**src/design/backend_config.svh**
```systemverilog
// sizing macros for the out-of-order back end
// buffer sizes, tag widths and FIFO depths

`ifndef BACKEND_CONFIG_SVH
`define BACKEND_CONFIG_SVH

// datapath and tag widths
`define XLEN         32
`define ROB_SIZE     8
`define ROB_LEN      3
`define PRF_LEN      6

// pipe and queue sizes
`define EXEC_SLOTS   4
`define ISSUE_DEPTH  4
`define RETIRE_DEPTH 2

`endif
```
**src/design/backend_pkg.sv**
```systemverilog
// shared types of the back end
// tags, addresses, register indices, issue payload and retire record

`include "backend_config.svh"

package backend_pkg;

    typedef logic [`ROB_LEN-1:0] rob_tag_t;
    typedef logic [`XLEN-1:0]    addr_t;
    typedef logic [4:0]          areg_t;
    typedef logic [`PRF_LEN-1:0] preg_t;

    // request handed from the issue queue to the pipe
    typedef struct packed {
        rob_tag_t         tag;
        addr_t            pc;
        logic [`XLEN-1:0] src_a;
        logic [`XLEN-1:0] src_b;
        logic [`XLEN-1:0] offset;
        logic             cond_branch;
        logic             uncond_branch;
        logic             pred_taken;
        logic [1:0]       latency;
    } exec_req_t;

    // one retired instruction
    typedef struct packed {
        addr_t pc;
        areg_t areg;
        preg_t preg;
        logic  cond_branch;
        logic  uncond_branch;
        logic  taken;
        addr_t target;
        logic  mispred;
        logic  illegal;
        logic  halt;
    } retire_t;

endpackage

```
**src/design/ooo_backend_top.sv**
```systemverilog
// top level of the out-of-order back end
// reorder buffer, issue queue, execution pipe and commit stage

`timescale 1ns/1ps
`include "backend_config.svh"

module ooo_backend_top (
    input  logic               clock,
    input  logic               reset,
    // dispatch port
    input  logic               dispatch_valid,
    output logic               dispatch_ready,
    input  backend_pkg::addr_t pc,
    input  backend_pkg::areg_t areg,
    input  backend_pkg::preg_t preg,
    input  logic [`XLEN-1:0]   src_a,
    input  logic [`XLEN-1:0]   src_b,
    input  logic [`XLEN-1:0]   offset,
    input  logic               cond_branch,
    input  logic               uncond_branch,
    input  logic               pred_taken,
    input  logic [1:0]         latency,
    input  logic               illegal,
    input  logic               halt,
    // retire port
    output logic               retire_valid,
    input  logic               retire_ready,
    output backend_pkg::addr_t retire_pc,
    output backend_pkg::areg_t retire_areg,
    output backend_pkg::preg_t retire_preg,
    output logic               retire_cond_branch,
    output logic               retire_uncond_branch,
    output logic               retire_taken,
    output backend_pkg::addr_t retire_target,
    output logic               retire_mispred,
    output logic               retire_illegal,
    output logic               retire_halt,
    output logic               halted
);
    import backend_pkg::*;

    logic      issue_push_valid;
    logic      issue_push_ready;
    exec_req_t issue_push_data;
    logic      issue_valid;
    logic      issue_ready;
    exec_req_t issue_data;
    logic      cpl_valid;
    rob_tag_t  cpl_tag;
    logic      cpl_taken;
    addr_t     cpl_target;
    logic      cpl_mispred;
    logic      head_valid;
    retire_t   head_data;
    logic      commit_fire;
    logic      flush;

    ////////////////////////////////////////////////////////////////////////////
    // dispatch, issue, execute, commit
    ////////////////////////////////////////////////////////////////////////////

    rob i_rob (.*);

    sync_fifo #(
        .payload_t (exec_req_t),
        .DEPTH     (`ISSUE_DEPTH)
    ) i_issue_fifo (
        .clock     (clock),
        .reset     (reset),
        .flush     (flush),
        .in_valid  (issue_push_valid),
        .in_ready  (issue_push_ready),
        .in_data   (issue_push_data),
        .out_valid (issue_valid),
        .out_ready (issue_ready),
        .out_data  (issue_data)
    );

    exec_pipe i_exec_pipe (.*);

    commit_stage i_commit_stage (.*);

endmodule

```
**src/design/commit_stage.sv**
```systemverilog
// in-order commit from the reorder buffer head
// halt latch, flush decision and registered retire port

`timescale 1ns/1ps
`include "backend_config.svh"

module commit_stage (
    input  logic                 clock,
    input  logic                 reset,
    input  logic                 head_valid,
    input  backend_pkg::retire_t head_data,
    output logic                 commit_fire,
    output logic                 flush,
    output logic                 halted,
    output logic                 retire_valid,
    input  logic                 retire_ready,
    output backend_pkg::addr_t   retire_pc,
    output backend_pkg::areg_t   retire_areg,
    output backend_pkg::preg_t   retire_preg,
    output logic                 retire_cond_branch,
    output logic                 retire_uncond_branch,
    output logic                 retire_taken,
    output backend_pkg::addr_t   retire_target,
    output logic                 retire_mispred,
    output logic                 retire_illegal,
    output logic                 retire_halt
);
    import backend_pkg::*;

    logic    fifo_ready;
    retire_t retire_data;

    assign commit_fire = head_valid && fifo_ready && !halted;
    // a mispredicted branch takes its younger entries with it
    assign flush       = commit_fire && head_data.mispred;

    always_ff @(posedge clock) begin
        if (reset)
            halted <= 1'b0;
        else if (commit_fire && head_data.halt)
            halted <= 1'b1;
    end

    sync_fifo #(
        .payload_t (retire_t),
        .DEPTH     (`RETIRE_DEPTH)
    ) i_retire_fifo (
        .clock     (clock),
        .reset     (reset),
        .flush     (1'b0),
        .in_valid  (commit_fire),
        .in_ready  (fifo_ready),
        .in_data   (head_data),
        .out_valid (retire_valid),
        .out_ready (retire_ready),
        .out_data  (retire_data)
    );

    assign retire_pc            = retire_data.pc;
    assign retire_areg          = retire_data.areg;
    assign retire_preg          = retire_data.preg;
    assign retire_cond_branch   = retire_data.cond_branch;
    assign retire_uncond_branch = retire_data.uncond_branch;
    assign retire_taken         = retire_data.taken;
    assign retire_target        = retire_data.target;
    assign retire_mispred       = retire_data.mispred;
    assign retire_illegal       = retire_data.illegal;
    assign retire_halt          = retire_data.halt;

endmodule

```
**src/design/exec_pipe.sv**
```systemverilog
// execution pipe with a few in-flight slots
// per-instruction latency countdown and branch resolution

`timescale 1ns/1ps
`include "backend_config.svh"

module exec_pipe (
    input  logic                   clock,
    input  logic                   reset,
    input  logic                   flush,
    input  logic                   issue_valid,
    output logic                   issue_ready,
    input  backend_pkg::exec_req_t issue_data,
    output logic                   cpl_valid,
    output backend_pkg::rob_tag_t  cpl_tag,
    output logic                   cpl_taken,
    output backend_pkg::addr_t     cpl_target,
    output logic                   cpl_mispred
);
    import backend_pkg::*;

    localparam int SLOT_W = (`EXEC_SLOTS > 1) ? $clog2(`EXEC_SLOTS) : 1;

    logic              slot_busy [`EXEC_SLOTS];
    exec_req_t         slot_req  [`EXEC_SLOTS];
    logic [1:0]        slot_wait [`EXEC_SLOTS];
    logic [SLOT_W-1:0] free_idx;
    logic [SLOT_W-1:0] done_idx;
    exec_req_t         done_req;
    logic              is_branch;

    // lowest free slot and lowest finished slot
    always_comb begin
        issue_ready = 1'b0;
        free_idx    = '0;
        cpl_valid   = 1'b0;
        done_idx    = '0;
        for (int i = `EXEC_SLOTS - 1; i >= 0; i--) begin
            if (!slot_busy[i]) begin
                issue_ready = 1'b1;
                free_idx    = SLOT_W'(i);
            end
            if (slot_busy[i] && slot_wait[i] == 2'd0) begin
                cpl_valid = 1'b1;
                done_idx  = SLOT_W'(i);
            end
        end
    end

    // branch resolution on the completing request
    assign done_req    = slot_req[done_idx];
    assign is_branch   = done_req.cond_branch || done_req.uncond_branch;
    assign cpl_tag     = done_req.tag;
    assign cpl_taken   = done_req.uncond_branch ||
                         (done_req.cond_branch && (done_req.src_a == done_req.src_b));
    assign cpl_target  = cpl_taken ? done_req.pc + done_req.offset : done_req.pc + `XLEN'd4;
    assign cpl_mispred = is_branch && (cpl_taken != done_req.pred_taken);

    always_ff @(posedge clock) begin
        if (reset || flush) begin
            for (int i = 0; i < `EXEC_SLOTS; i++)
                slot_busy[i] <= 1'b0;
        end else begin
            // finished slots hold at zero until they win the completion port
            for (int i = 0; i < `EXEC_SLOTS; i++) begin
                if (slot_busy[i] && slot_wait[i] != 2'd0)
                    slot_wait[i] <= slot_wait[i] - 1'b1;
            end
            if (cpl_valid)
                slot_busy[done_idx] <= 1'b0;
            if (issue_valid && issue_ready) begin
                slot_busy[free_idx] <= 1'b1;
                slot_req[free_idx]  <= issue_data;
                slot_wait[free_idx] <= issue_data.latency;
            end
        end
    end

endmodule

```
**src/design/rob.sv**
```systemverilog
// reorder buffer with dispatch allocation
// completion marking, head presentation and flush

`timescale 1ns/1ps
`include "backend_config.svh"

module rob (
    input  logic                   clock,
    input  logic                   reset,
    // dispatch port
    input  logic                   dispatch_valid,
    output logic                   dispatch_ready,
    input  backend_pkg::addr_t     pc,
    input  backend_pkg::areg_t     areg,
    input  backend_pkg::preg_t     preg,
    input  logic [`XLEN-1:0]       src_a,
    input  logic [`XLEN-1:0]       src_b,
    input  logic [`XLEN-1:0]       offset,
    input  logic                   cond_branch,
    input  logic                   uncond_branch,
    input  logic                   pred_taken,
    input  logic [1:0]             latency,
    input  logic                   illegal,
    input  logic                   halt,
    // push side of the issue queue
    output logic                   issue_push_valid,
    input  logic                   issue_push_ready,
    output backend_pkg::exec_req_t issue_push_data,
    // completions from the pipe
    input  logic                   cpl_valid,
    input  backend_pkg::rob_tag_t  cpl_tag,
    input  logic                   cpl_taken,
    input  backend_pkg::addr_t     cpl_target,
    input  logic                   cpl_mispred,
    // head towards commit
    output logic                   head_valid,
    output backend_pkg::retire_t   head_data,
    input  logic                   commit_fire,
    input  logic                   flush,
    input  logic                   halted
);
    import backend_pkg::*;

    retire_t           entries  [`ROB_SIZE];
    logic              executed [`ROB_SIZE];
    rob_tag_t          head;
    rob_tag_t          tail;
    logic [`ROB_LEN:0] count;
    logic              dispatch_fire;
    logic              needs_exec;

    function automatic rob_tag_t next_tag(input rob_tag_t tag);
        return (tag == `ROB_SIZE - 1) ? '0 : tag + 1'b1;
    endfunction

    assign dispatch_ready   = (count != `ROB_SIZE) && issue_push_ready && !halted;
    assign dispatch_fire    = dispatch_valid && dispatch_ready;
    // illegal and halt entries never see the pipe
    assign needs_exec       = !(illegal || halt);
    assign issue_push_valid = dispatch_fire && needs_exec;

    assign head_valid = (count != 0) && executed[head];
    assign head_data  = entries[head];

    always_comb begin
        issue_push_data.tag           = tail;
        issue_push_data.pc            = pc;
        issue_push_data.src_a         = src_a;
        issue_push_data.src_b         = src_b;
        issue_push_data.offset        = offset;
        issue_push_data.cond_branch   = cond_branch;
        issue_push_data.uncond_branch = uncond_branch;
        issue_push_data.pred_taken    = pred_taken;
        issue_push_data.latency       = latency;
    end

    ////////////////////////////////////////////////////////////////////////////
    // pointers and occupancy
    ////////////////////////////////////////////////////////////////////////////

    always_ff @(posedge clock) begin
        if (reset) begin
            head  <= '0;
            tail  <= '0;
            count <= '0;
        end else if (flush) begin
            // everything younger than the head is gone
            head  <= tail;
            count <= '0;
        end else begin
            if (dispatch_fire)
                tail <= next_tag(tail);
            if (commit_fire)
                head <= next_tag(head);
            if (dispatch_fire && !commit_fire)
                count <= count + 1'b1;
            else if (commit_fire && !dispatch_fire)
                count <= count - 1'b1;
        end
    end

    ////////////////////////////////////////////////////////////////////////////
    // entry storage
    ////////////////////////////////////////////////////////////////////////////

    always_ff @(posedge clock) begin
        if (!flush) begin
            if (dispatch_fire) begin
                entries[tail].pc            <= pc;
                entries[tail].areg          <= areg;
                entries[tail].preg          <= preg;
                entries[tail].cond_branch   <= cond_branch;
                entries[tail].uncond_branch <= uncond_branch;
                entries[tail].taken         <= 1'b0;
                entries[tail].target        <= '0;
                entries[tail].mispred       <= 1'b0;
                entries[tail].illegal       <= illegal;
                entries[tail].halt          <= halt;
                executed[tail]              <= !needs_exec;
            end
            // resolved branch info arrives with the completion
            if (cpl_valid) begin
                executed[cpl_tag]        <= 1'b1;
                entries[cpl_tag].taken   <= cpl_taken;
                entries[cpl_tag].target  <= cpl_target;
                entries[cpl_tag].mispred <= cpl_mispred;
            end
        end
    end

endmodule

```
**src/design/sync_fifo.sv**
```systemverilog
// synchronous FIFO with valid/ready on both sides
// payload type is a parameter, flush empties the queue

`timescale 1ns/1ps

module sync_fifo #(
    parameter type payload_t = logic,
    parameter int  DEPTH     = 4
) (
    input  logic     clock,
    input  logic     reset,
    input  logic     flush,
    input  logic     in_valid,
    output logic     in_ready,
    input  payload_t in_data,
    output logic     out_valid,
    input  logic     out_ready,
    output payload_t out_data
);
    localparam int PTR_W = (DEPTH > 1) ? $clog2(DEPTH) : 1;

    payload_t                   mem [DEPTH];
    logic [PTR_W-1:0]           wr_ptr;
    logic [PTR_W-1:0]           rd_ptr;
    logic [$clog2(DEPTH+1)-1:0] count;
    logic                       push;
    logic                       pop;

    assign in_ready  = (count != DEPTH);
    assign out_valid = (count != 0);
    assign out_data  = mem[rd_ptr];
    assign push      = in_valid && in_ready;
    assign pop       = out_valid && out_ready;

    always_ff @(posedge clock) begin
        if (reset || flush) begin
            wr_ptr <= '0;
            rd_ptr <= '0;
            count  <= '0;
        end else begin
            if (push) begin
                mem[wr_ptr] <= in_data;
                wr_ptr      <= (wr_ptr == PTR_W'(DEPTH - 1)) ? '0 : wr_ptr + 1'b1;
            end
            if (pop)
                rd_ptr <= (rd_ptr == PTR_W'(DEPTH - 1)) ? '0 : rd_ptr + 1'b1;
            if (push && !pop)
                count <= count + 1'b1;
            else if (pop && !push)
                count <= count - 1'b1;
        end
    end

endmodule

```
**config.mk**
```make
export PLATFORM = sky130hd
export DESIGN_NAME = ooo_backend_top
export DESIGN_NICKNAME = d
export VERILOG_FILES = /design/src/design/backend_pkg.sv /design/src/design/ooo_backend_top.sv /design/src/design/commit_stage.sv /design/src/design/exec_pipe.sv /design/src/design/rob.sv /design/src/design/sync_fifo.sv
export VERILOG_INCLUDE_DIRS = /design/src /design/src/design
export SDC_FILE = /design/constraint.sdc
export NUM_CORES = 2
export LEC_CHECK = 0
export BUFFER_PORTS_ARGS = -buffer_cell sky130_fd_sc_hd__clkbuf_2
export CAP_MARGIN = 20
export CORE_MARGIN = 2
export CORE_UTILIZATION = 40
export DETAILED_ROUTE_END_ITERATION = 10
export GPL_TIMING_DRIVEN = 0
export HOLD_SLACK_MARGIN = 0.03
export PLACE_DENSITY = 0.56
export SLEW_MARGIN = 20
export SYNTH_ARGS = -nofsm -noshare
export SYNTH_HDL_FRONTEND = slang
export SYNTH_SLANG_ARGS = --single-unit
export TNS_END_PERCENT = 20
```
**constraint.sdc**
```tcl
create_clock -name clock -period 16.55 [get_ports clock]
set_clock_uncertainty 0.2 [all_clocks]
set_input_delay 2.4825 -clock clock [delete_from_list [all_inputs] [get_ports clock]]
set_output_delay 2.4825 -clock clock [all_outputs]
set_load 0.03 [all_outputs]
```
After elaboration in Yosys (flattened, before gate mapping)
Memory sizes are Yosys's and may differ from the RTL's. A register that Yosys moved wholly into a read port is not among the register bits.
Cells that the tools add are included.
{"block": "totals", "ff_bits": 22, "ramBits": 1918, "input_bits": 150, "out_inout_bits": 84, "word_cells": 181, "n_memories": 7}
{"block": "op_classes", "n_addsub": 18, "eq_ne": 9, "n_mux": 76, "n_bitwise": 1, "n_reduce_logical": 60}
{"name": "i_rob.entries", "words": 8, "width": 81, "read_ports": 1, "rd_clocked_by_memory_dff": 1, "wr": 2, "line": "rob.sv:44", "rtl": "retire_t entries [`ROB_SIZE];"}
{"name": "i_exec_pipe.slot_req", "words": 4, "width": 136, "read_ports": 1, "rd_clocked_by_memory_dff": 0, "wr": 1, "line": "exec_pipe.sv:25", "rtl": "exec_req_t slot_req [`EXEC_SLOTS];"}
{"name": "i_issue_fifo.mem", "words": 4, "width": 136, "read_ports": 1, "rd_clocked_by_memory_dff": 1, "wr": 1, "line": "sync_fifo.sv:22", "rtl": "payload_t mem [DEPTH];"}
{"name": "i_commit_stage.i_retire_fifo.mem", "words": 2, "width": 81, "read_ports": 1, "rd_clocked_by_memory_dff": 1, "wr": 1, "line": "sync_fifo.sv:22"}
{"name": "i_exec_pipe.slot_wait", "words": 4, "width": 2, "read_ports": 4, "rd_clocked_by_memory_dff": 0, "wr": 5, "line": "exec_pipe.sv:26", "rtl": "logic [1:0] slot_wait [`EXEC_SLOTS];"}
{"name": "i_rob.executed", "words": 8, "width": 1, "read_ports": 1, "rd_clocked_by_memory_dff": 1, "wr": 2, "line": "rob.sv:45", "rtl": "logic executed [`ROB_SIZE];"}
{"name": "+1 memories"}
{"operator": "two-way mux 1 bit", "count": 47}
{"operator": "adder 32 x 3 -> 32 bit, second input constant", "count": 1}
{"operator": "adder 32 bit", "count": 1}
{"operator": "== test 32 bit", "count": 1}
{"operator": "two-way mux 2 bit", "count": 16}
{"operator": "two-way mux 32 bit", "count": 1}
{"operator": "two-way mux 3 bit", "count": 10}
{"operator": "logical AND 1 bit", "count": 29}
{"operator": "nonzero test 2 bit", "count": 9}
{"operator": "subtractor 2 x 1 -> 2 bit, second input constant", "count": 5}
{"operator": "adder 3 x 1 -> 3 bit, second input constant", "count": 3}
{"operator": "zero test 1 bit", "count": 8}
{"operator": "zero test 2 bit", "count": 4}
{"operator": "two-way mux 4 bit", "count": 2}
{"operator": "adder 2 x 1 -> 2 bit, second input constant", "count": 3}
{"operator": "== test 3 bit, second input constant", "count": 2}
{"operator": "adder 4 x 1 -> 4 bit, second input constant", "count": 1}
{"operator": "== test 2 bit, second input constant", "count": 2}
{"operator": "logical OR 1 bit", "count": 4}
{"operator": "!= test 4 bit, second input constant", "count": 1}
{"operator": "nonzero test 4 bit", "count": 1}
{"operator": "subtractor 4 x 1 -> 4 bit, second input constant", "count": 1}
{"operator": "!= test 3 bit, second input constant", "count": 1}
{"operator": "nonzero test 3 bit", "count": 1}
{"operator": "8 further kinds", "count": 10}

Depth between registers and ports, before layout
An unclocked memory read counts as a cell.
{"block": "depth", "depth_word": 13, "depth_mapped": 24, "ltp_nobuf": 19}

Cells and area by module
A second synthesis with hierarchy kept.
{"block": "unflattened", "cells_unflattened": 4283, "hier_area_um2": 78484.0}
{"module": "rob", "instances": 1, "cells_per_inst": 1517, "area_per_inst_um2": 28518.6, "seq_area_each_um2": 19879.1}
{"module": "exec_pipe", "instances": 1, "cells_per_inst": 1718, "area_per_inst_um2": 23761.5, "seq_area_each_um2": 16415.7}
{"module": "sync_fifo at i_issue_fifo", "instances": 1, "cells_per_inst": 760, "area_per_inst_um2": 20068.0, "seq_area_each_um2": 16515.8}
{"module": "sync_fifo at i_commit_stage.i_retire_fifo", "instances": 1, "cells_per_inst": 281, "area_per_inst_um2": 6082.1, "seq_area_each_um2": 4964.8}
{"module": "commit_stage", "instances": 1, "cells_per_inst": 7, "area_per_inst_um2": 53.8, "seq_area_each_um2": 20.0}

Worst setup path before layout
OpenSTA, ideal clock, no wires.
{"block": "synth_timing", "path_type": "input-to-reg", "start": "in reset", "end": "mem i_exec_pipe.slot_wait[3][0] (enable)", "setup_time_ns": 0.336, "arrival_time_ns": 13.930, "required_time_ns": 16.014, "path_slack_ns": 2.084, "path_stages": 4, "path_buffers": 0, "cell_sequence": "nor2_1 nand4_1 nor3b_1 o21bai_1"}
{"item": "from (decl)", "line": "ooo_backend_top.sv:9", "rtl": "input logic reset,"}
{"item": "to (decl)", "line": "exec_pipe.sv:26"}

==> results.py <==
metrics = {
    "cells_and_area": {
        "synthToLayoutAreaGrowth_pct": 16.4,
        "layout-drive-gt1-share_pct": 28.1,
        "fin_nets": 4905,
    },
    "clock_network": {
        "cts_made_buffers": 201,
        "cts.htree.levels": 4,
        "hold_buffers": 0,
        "clkTransAtPathRegs_ns": 0.07,
        "clkSinkCount": 1938,
        "cts_tree": "yes",
        "ctsResizeCount": 0,
        "cts_max_path_buffers": 3,
        "cts_setup_buffers": 0,
        "clock_latency_ns": 0.86,
        "cts_root_buffer": "clkbuf_16",
    },
    "worst_setup_path": {
        "cp_data_arrival_time_ns": 9.51,
        "crit_path_frequent_cell": "buf_2",
        "critical_path.top_delay_family": "buffers and inverters",
        "endpoint_kind": "flop",
        "crit_required_ns": 16.90,
        "max_stage_delay_ns": 0.90,
        "crit_type": "flop to flop",
        "critPathSlowestCell": "buf_1",
        "cp-start-kind": "flop",
        "crit_chain": "inv_1, ha_1, a22o_2, nor2_4, buf_12, buf_2, buf_2, buf_2, buf_1, clkbuf_1, mux4_2, ha_1, nor2b_1, o21ai_0, a21boi_0, o22ai_1, a21oi_1, o211a_1, o2111ai_1, buf_2, nand2_1, a2111oi_0, nand2_1",
        "cp_max_fo": 10,
        "worstPathBufferInverterCount": 8,
    },
    "yosys": {
        "async_flop_share_pct": 0,
        "synth_top_family_by_area": "multiplexers",
        "synthAdderAreaFrac_pct": 0.877,
        "yosys.cell_types.count": 119,
        "synth_area_mm2": 0.0784,
        "syn_inst": 4134,
        "synth-compound-area-share_pct": 3.27,
        "synthMuxAreaShare_pct": 13.4,
        "ys_ff_latch": 1938,
        "synth_edf_count": 1898,
        "syn_avg_cell_area_um2": 19.0,
        "yosysWarnings": 0,
        "ys_seq_area_share_pct": 73.8,
        "synth-xor-area-share_pct": 2.08,
        "synth_ff_type": "edfxtp_1",
        "synth_fp_nets": 4333,
        "synth-simple-area-share_pct": 5.12,
    },
    "placement": {
        "place.gp.congestion": 0.894,
        "dp.final_hpwl_mm": 135,
        "placement.io_buffers": 233,
        "pre_cts_ws_ns": 7.63,
    },
    "floorplanning": {
        "die_y_um": 447,
        "pin_count": 234,
        "die_w_um": 447,
        "row_count": 162,
        "start_util_pct": 40.2,
        "fp.coreArea_mm2": 0.195,
        "die_area_mm2": 0.199,
    },
    "timing": {
        "setup_violations": 0,
        "timing.final.crit_period_ns": 9.16,
        "slew_viol_final": 0,
        "fmax_mhz": 109,
        "final.setup.tns_ns": 0,
        "max_slew_margin_pct": 18.5,
        "tightest_slew_ns": 1.22,
        "final_hold_viol_count": 0,
        "rsz0062_at_grt": "no",
        "timing.final.crit_share_pct": 55.4,
        "setup_slack_ns": 7.39,
    },
    "routing": {
        "vias": 40412,
        "drt_wl_total_mm": 195,
        "routedWlPerCell_um": 26.1,
        "drtPass1Iterations": 5,
        "route.antenna.remaining_nets": 0,
        "post-route-drc-count": 0,
        "drt_iter0_drc": 3499,
        "viasPerCell": 5.39,
    },
    "power_and_ir_drop": {
        "peakVddDrop_v": 0.000101,
        "power_density_mw_per_mm2": 157,
        "p_leak_nw": 29.3,
    },
    "job": {
        "cap_viol_max_count": 0,
    },
    "hold_path": {
        "hp-class": "flop to flop",
    },
    "global_route": {
        "grt_overflow": 0,
        "grtUsageTotal_pct": 19.6,
        "grt_max_degree": 44,
        "antenna_found_initial": 19,
        "grt_pass1_vias": 40970,
        "grt_pass1_wl_mm": 284,
    },
    "status": {
        "status": "complete, no violations",
    },
}
-- area by class of cell --
cell class	count	area, um2
clock inverters	108	1130
inverters	46	180
diodes	1	2.50
plain buffers	205	1030
fillers	16421	104000
multi-input cells	1945	19600
clock buffers	255	5290
repair buffers	369	2920
well taps	2624	3280
flip-flops and latches	1938	57800
-- per-layer routing --
metal  GRT usage (%)  routed length, um  vias to the layer above
li1                -                  -                    17880
met1            26.3              83200                    21042
met2            32.5              96000                     1137
met3            3.87              10900                      321
met4            5.41               4830                       32
met5               0                204                        -
-- flip-flops by register name, summed over array words and instances (netlist names), 2 cells and up, named ones only --
signal / count
i_commit_stage.i_retire_fifo.mem: 162
i_rob.head: 3
i_rob.tail: 3
i_rob.count: 4
i_issue_fifo.mem: 544
i_rob.executed: 8
i_exec_pipe.slot_req: 536
i_exec_pipe.slot_busy: 4
i_exec_pipe.slot_wait: 8
i_issue_fifo.count: 3
i_issue_fifo.wr_ptr: 2
i_commit_stage.i_retire_fifo.count: 2
i_issue_fifo.rd_ptr: 2
i_rob.entries: 648
-- cell usage in the layout, fill, tap and decap left out, types with 22 or more instances in the layout --
master | Yosys | layout
clkinv_1 | 1 | 48
nand3_1 | 65 | 65
mux2_2 | 170 | 170
nor2_1 | 261 | 257
clkinv_2 | 0 | 22
buf_4 | 7 | 83
nor3_1 | 62 | 57
buf_1 | 48 | 30
clkbuf_1 | 96 | 141
nand2_1 | 178 | 175
a21oi_1 | 47 | 45
mux4_2 | 346 | 346
buf_16 | 0 | 26
mux2i_1 | 63 | 61
buf_6 | 13 | 36
buf_2 | 37 | 52
xor2_1 | 105 | 105
nand4_1 | 41 | 41
xnor2_1 | 72 | 71
inv_1 | 45 | 42
o21ai_0 | 42 | 39
clkbuf_2 | 0 | 240
dfxtp_1 | 40 | 40
ha_1 | 46 | 46
clkbuf_16 | 0 | 202
edfxtp_1 | 1898 | 1898
nor4_1 | 43 | 43
o22ai_1 | 29 | 29
-- stage by stage --
step | hold WS [ns] | cells | util [%] | area [um2] | total power, W
3_3_place_gp | 0.260 | 6991 | 42.5 | 82800 | 0.0101
2_1_floorplan | 0.236 | 4134 | - | 78400 | 0.00876
4_1_cts | 0.286 | 7487 | 46.8 | 91100 | 0.0145
5_1_grt | 0.304 | 7491 | 46.8 | 91200 | 0.0149
3_5_place_dp | 0.261 | 7124 | 43.5 | 84700 | 0.0101
6_report | 0.288 | 7491 | 46.8 | 91200 | 0.0144
-- logic make-up after synthesis --
logic type | Yosys count
DFF | 1938
buffers and inverters | 251
muxes | 587
AOI/OAI and AO/OA | 317
adders and majority gates | 54
and+or+nand+nor | 805
xor gates and xnor gates | 182
-- Yosys cell counts, drive strengths merged, types with 48 or more instances --
library cell / count / area share [%]
nor4: 48 / 0.42
nor3: 66 / 0.46
edfxtp: 1898 / 73
buf: 109 / 0.82
mux4: 348 / 10
xor2: 106 / 1.2
mux2i: 64 / 0.83
nand3: 67 / 0.44
clkbuf: 96 / 0.46
mux2: 175 / 2.5
a21oi: 49 / 0.33
nand2: 181 / 0.89
xnor2: 76 / 0.89
o21ai: 54 / 0.38
nor2: 264 / 1.3
-- power by group --
part | total, W | internal (W) | switching, W
Sequential | 0.00626 | 0.00614 | 0.000126
Clock | 0.00439 | 0.00248 | 0.00191
Combinational | 0.00370 | 0.00130 | 0.00240
-- worst paths after layout --
kind,startpoint,end,slack [ns],depth (start not counted)
worst max register to register,i_exec_pipe.slot_wait[1][0]$_DFFE_PP_,i_rob.entries[4][19]$_DFFE_PP_,7.39,23
worst min register to register,i_rob.executed[6]$_DFF_P_,i_rob.executed[6]$_DFF_P_,0.29,2
worst min-delay path,i_rob.executed[6]$_DFF_P_,i_rob.executed[6]$_DFF_P_,0.29,2
worst max-delay path,i_exec_pipe.slot_wait[1][0]$_DFFE_PP_,i_rob.entries[4][19]$_DFFE_PP_,7.39,23
-- worst reg2reg max path, cell delays in order, from the launching register on --
cell	delay, ns
edfxtp_1	0.34
inv_1	0.05
ha_1	0.31
a22o_2	0.40
nor2_4	0.23
buf_12	0.19
buf_2	0.45
buf_2	0.45
buf_2	0.35
buf_1	0.90
clkbuf_1	0.59
mux4_2	0.49
ha_1	0.37
nor2b_1	0.14
o21ai_0	0.22
a21boi_0	0.21
o22ai_1	0.48
a21oi_1	0.27
o211a_1	0.29
o2111ai_1	0.36
buf_2	0.30
nand2_1	0.25
a2111oi_0	0.90
nand2_1	0.12
(Power assumes the default switching activity.)
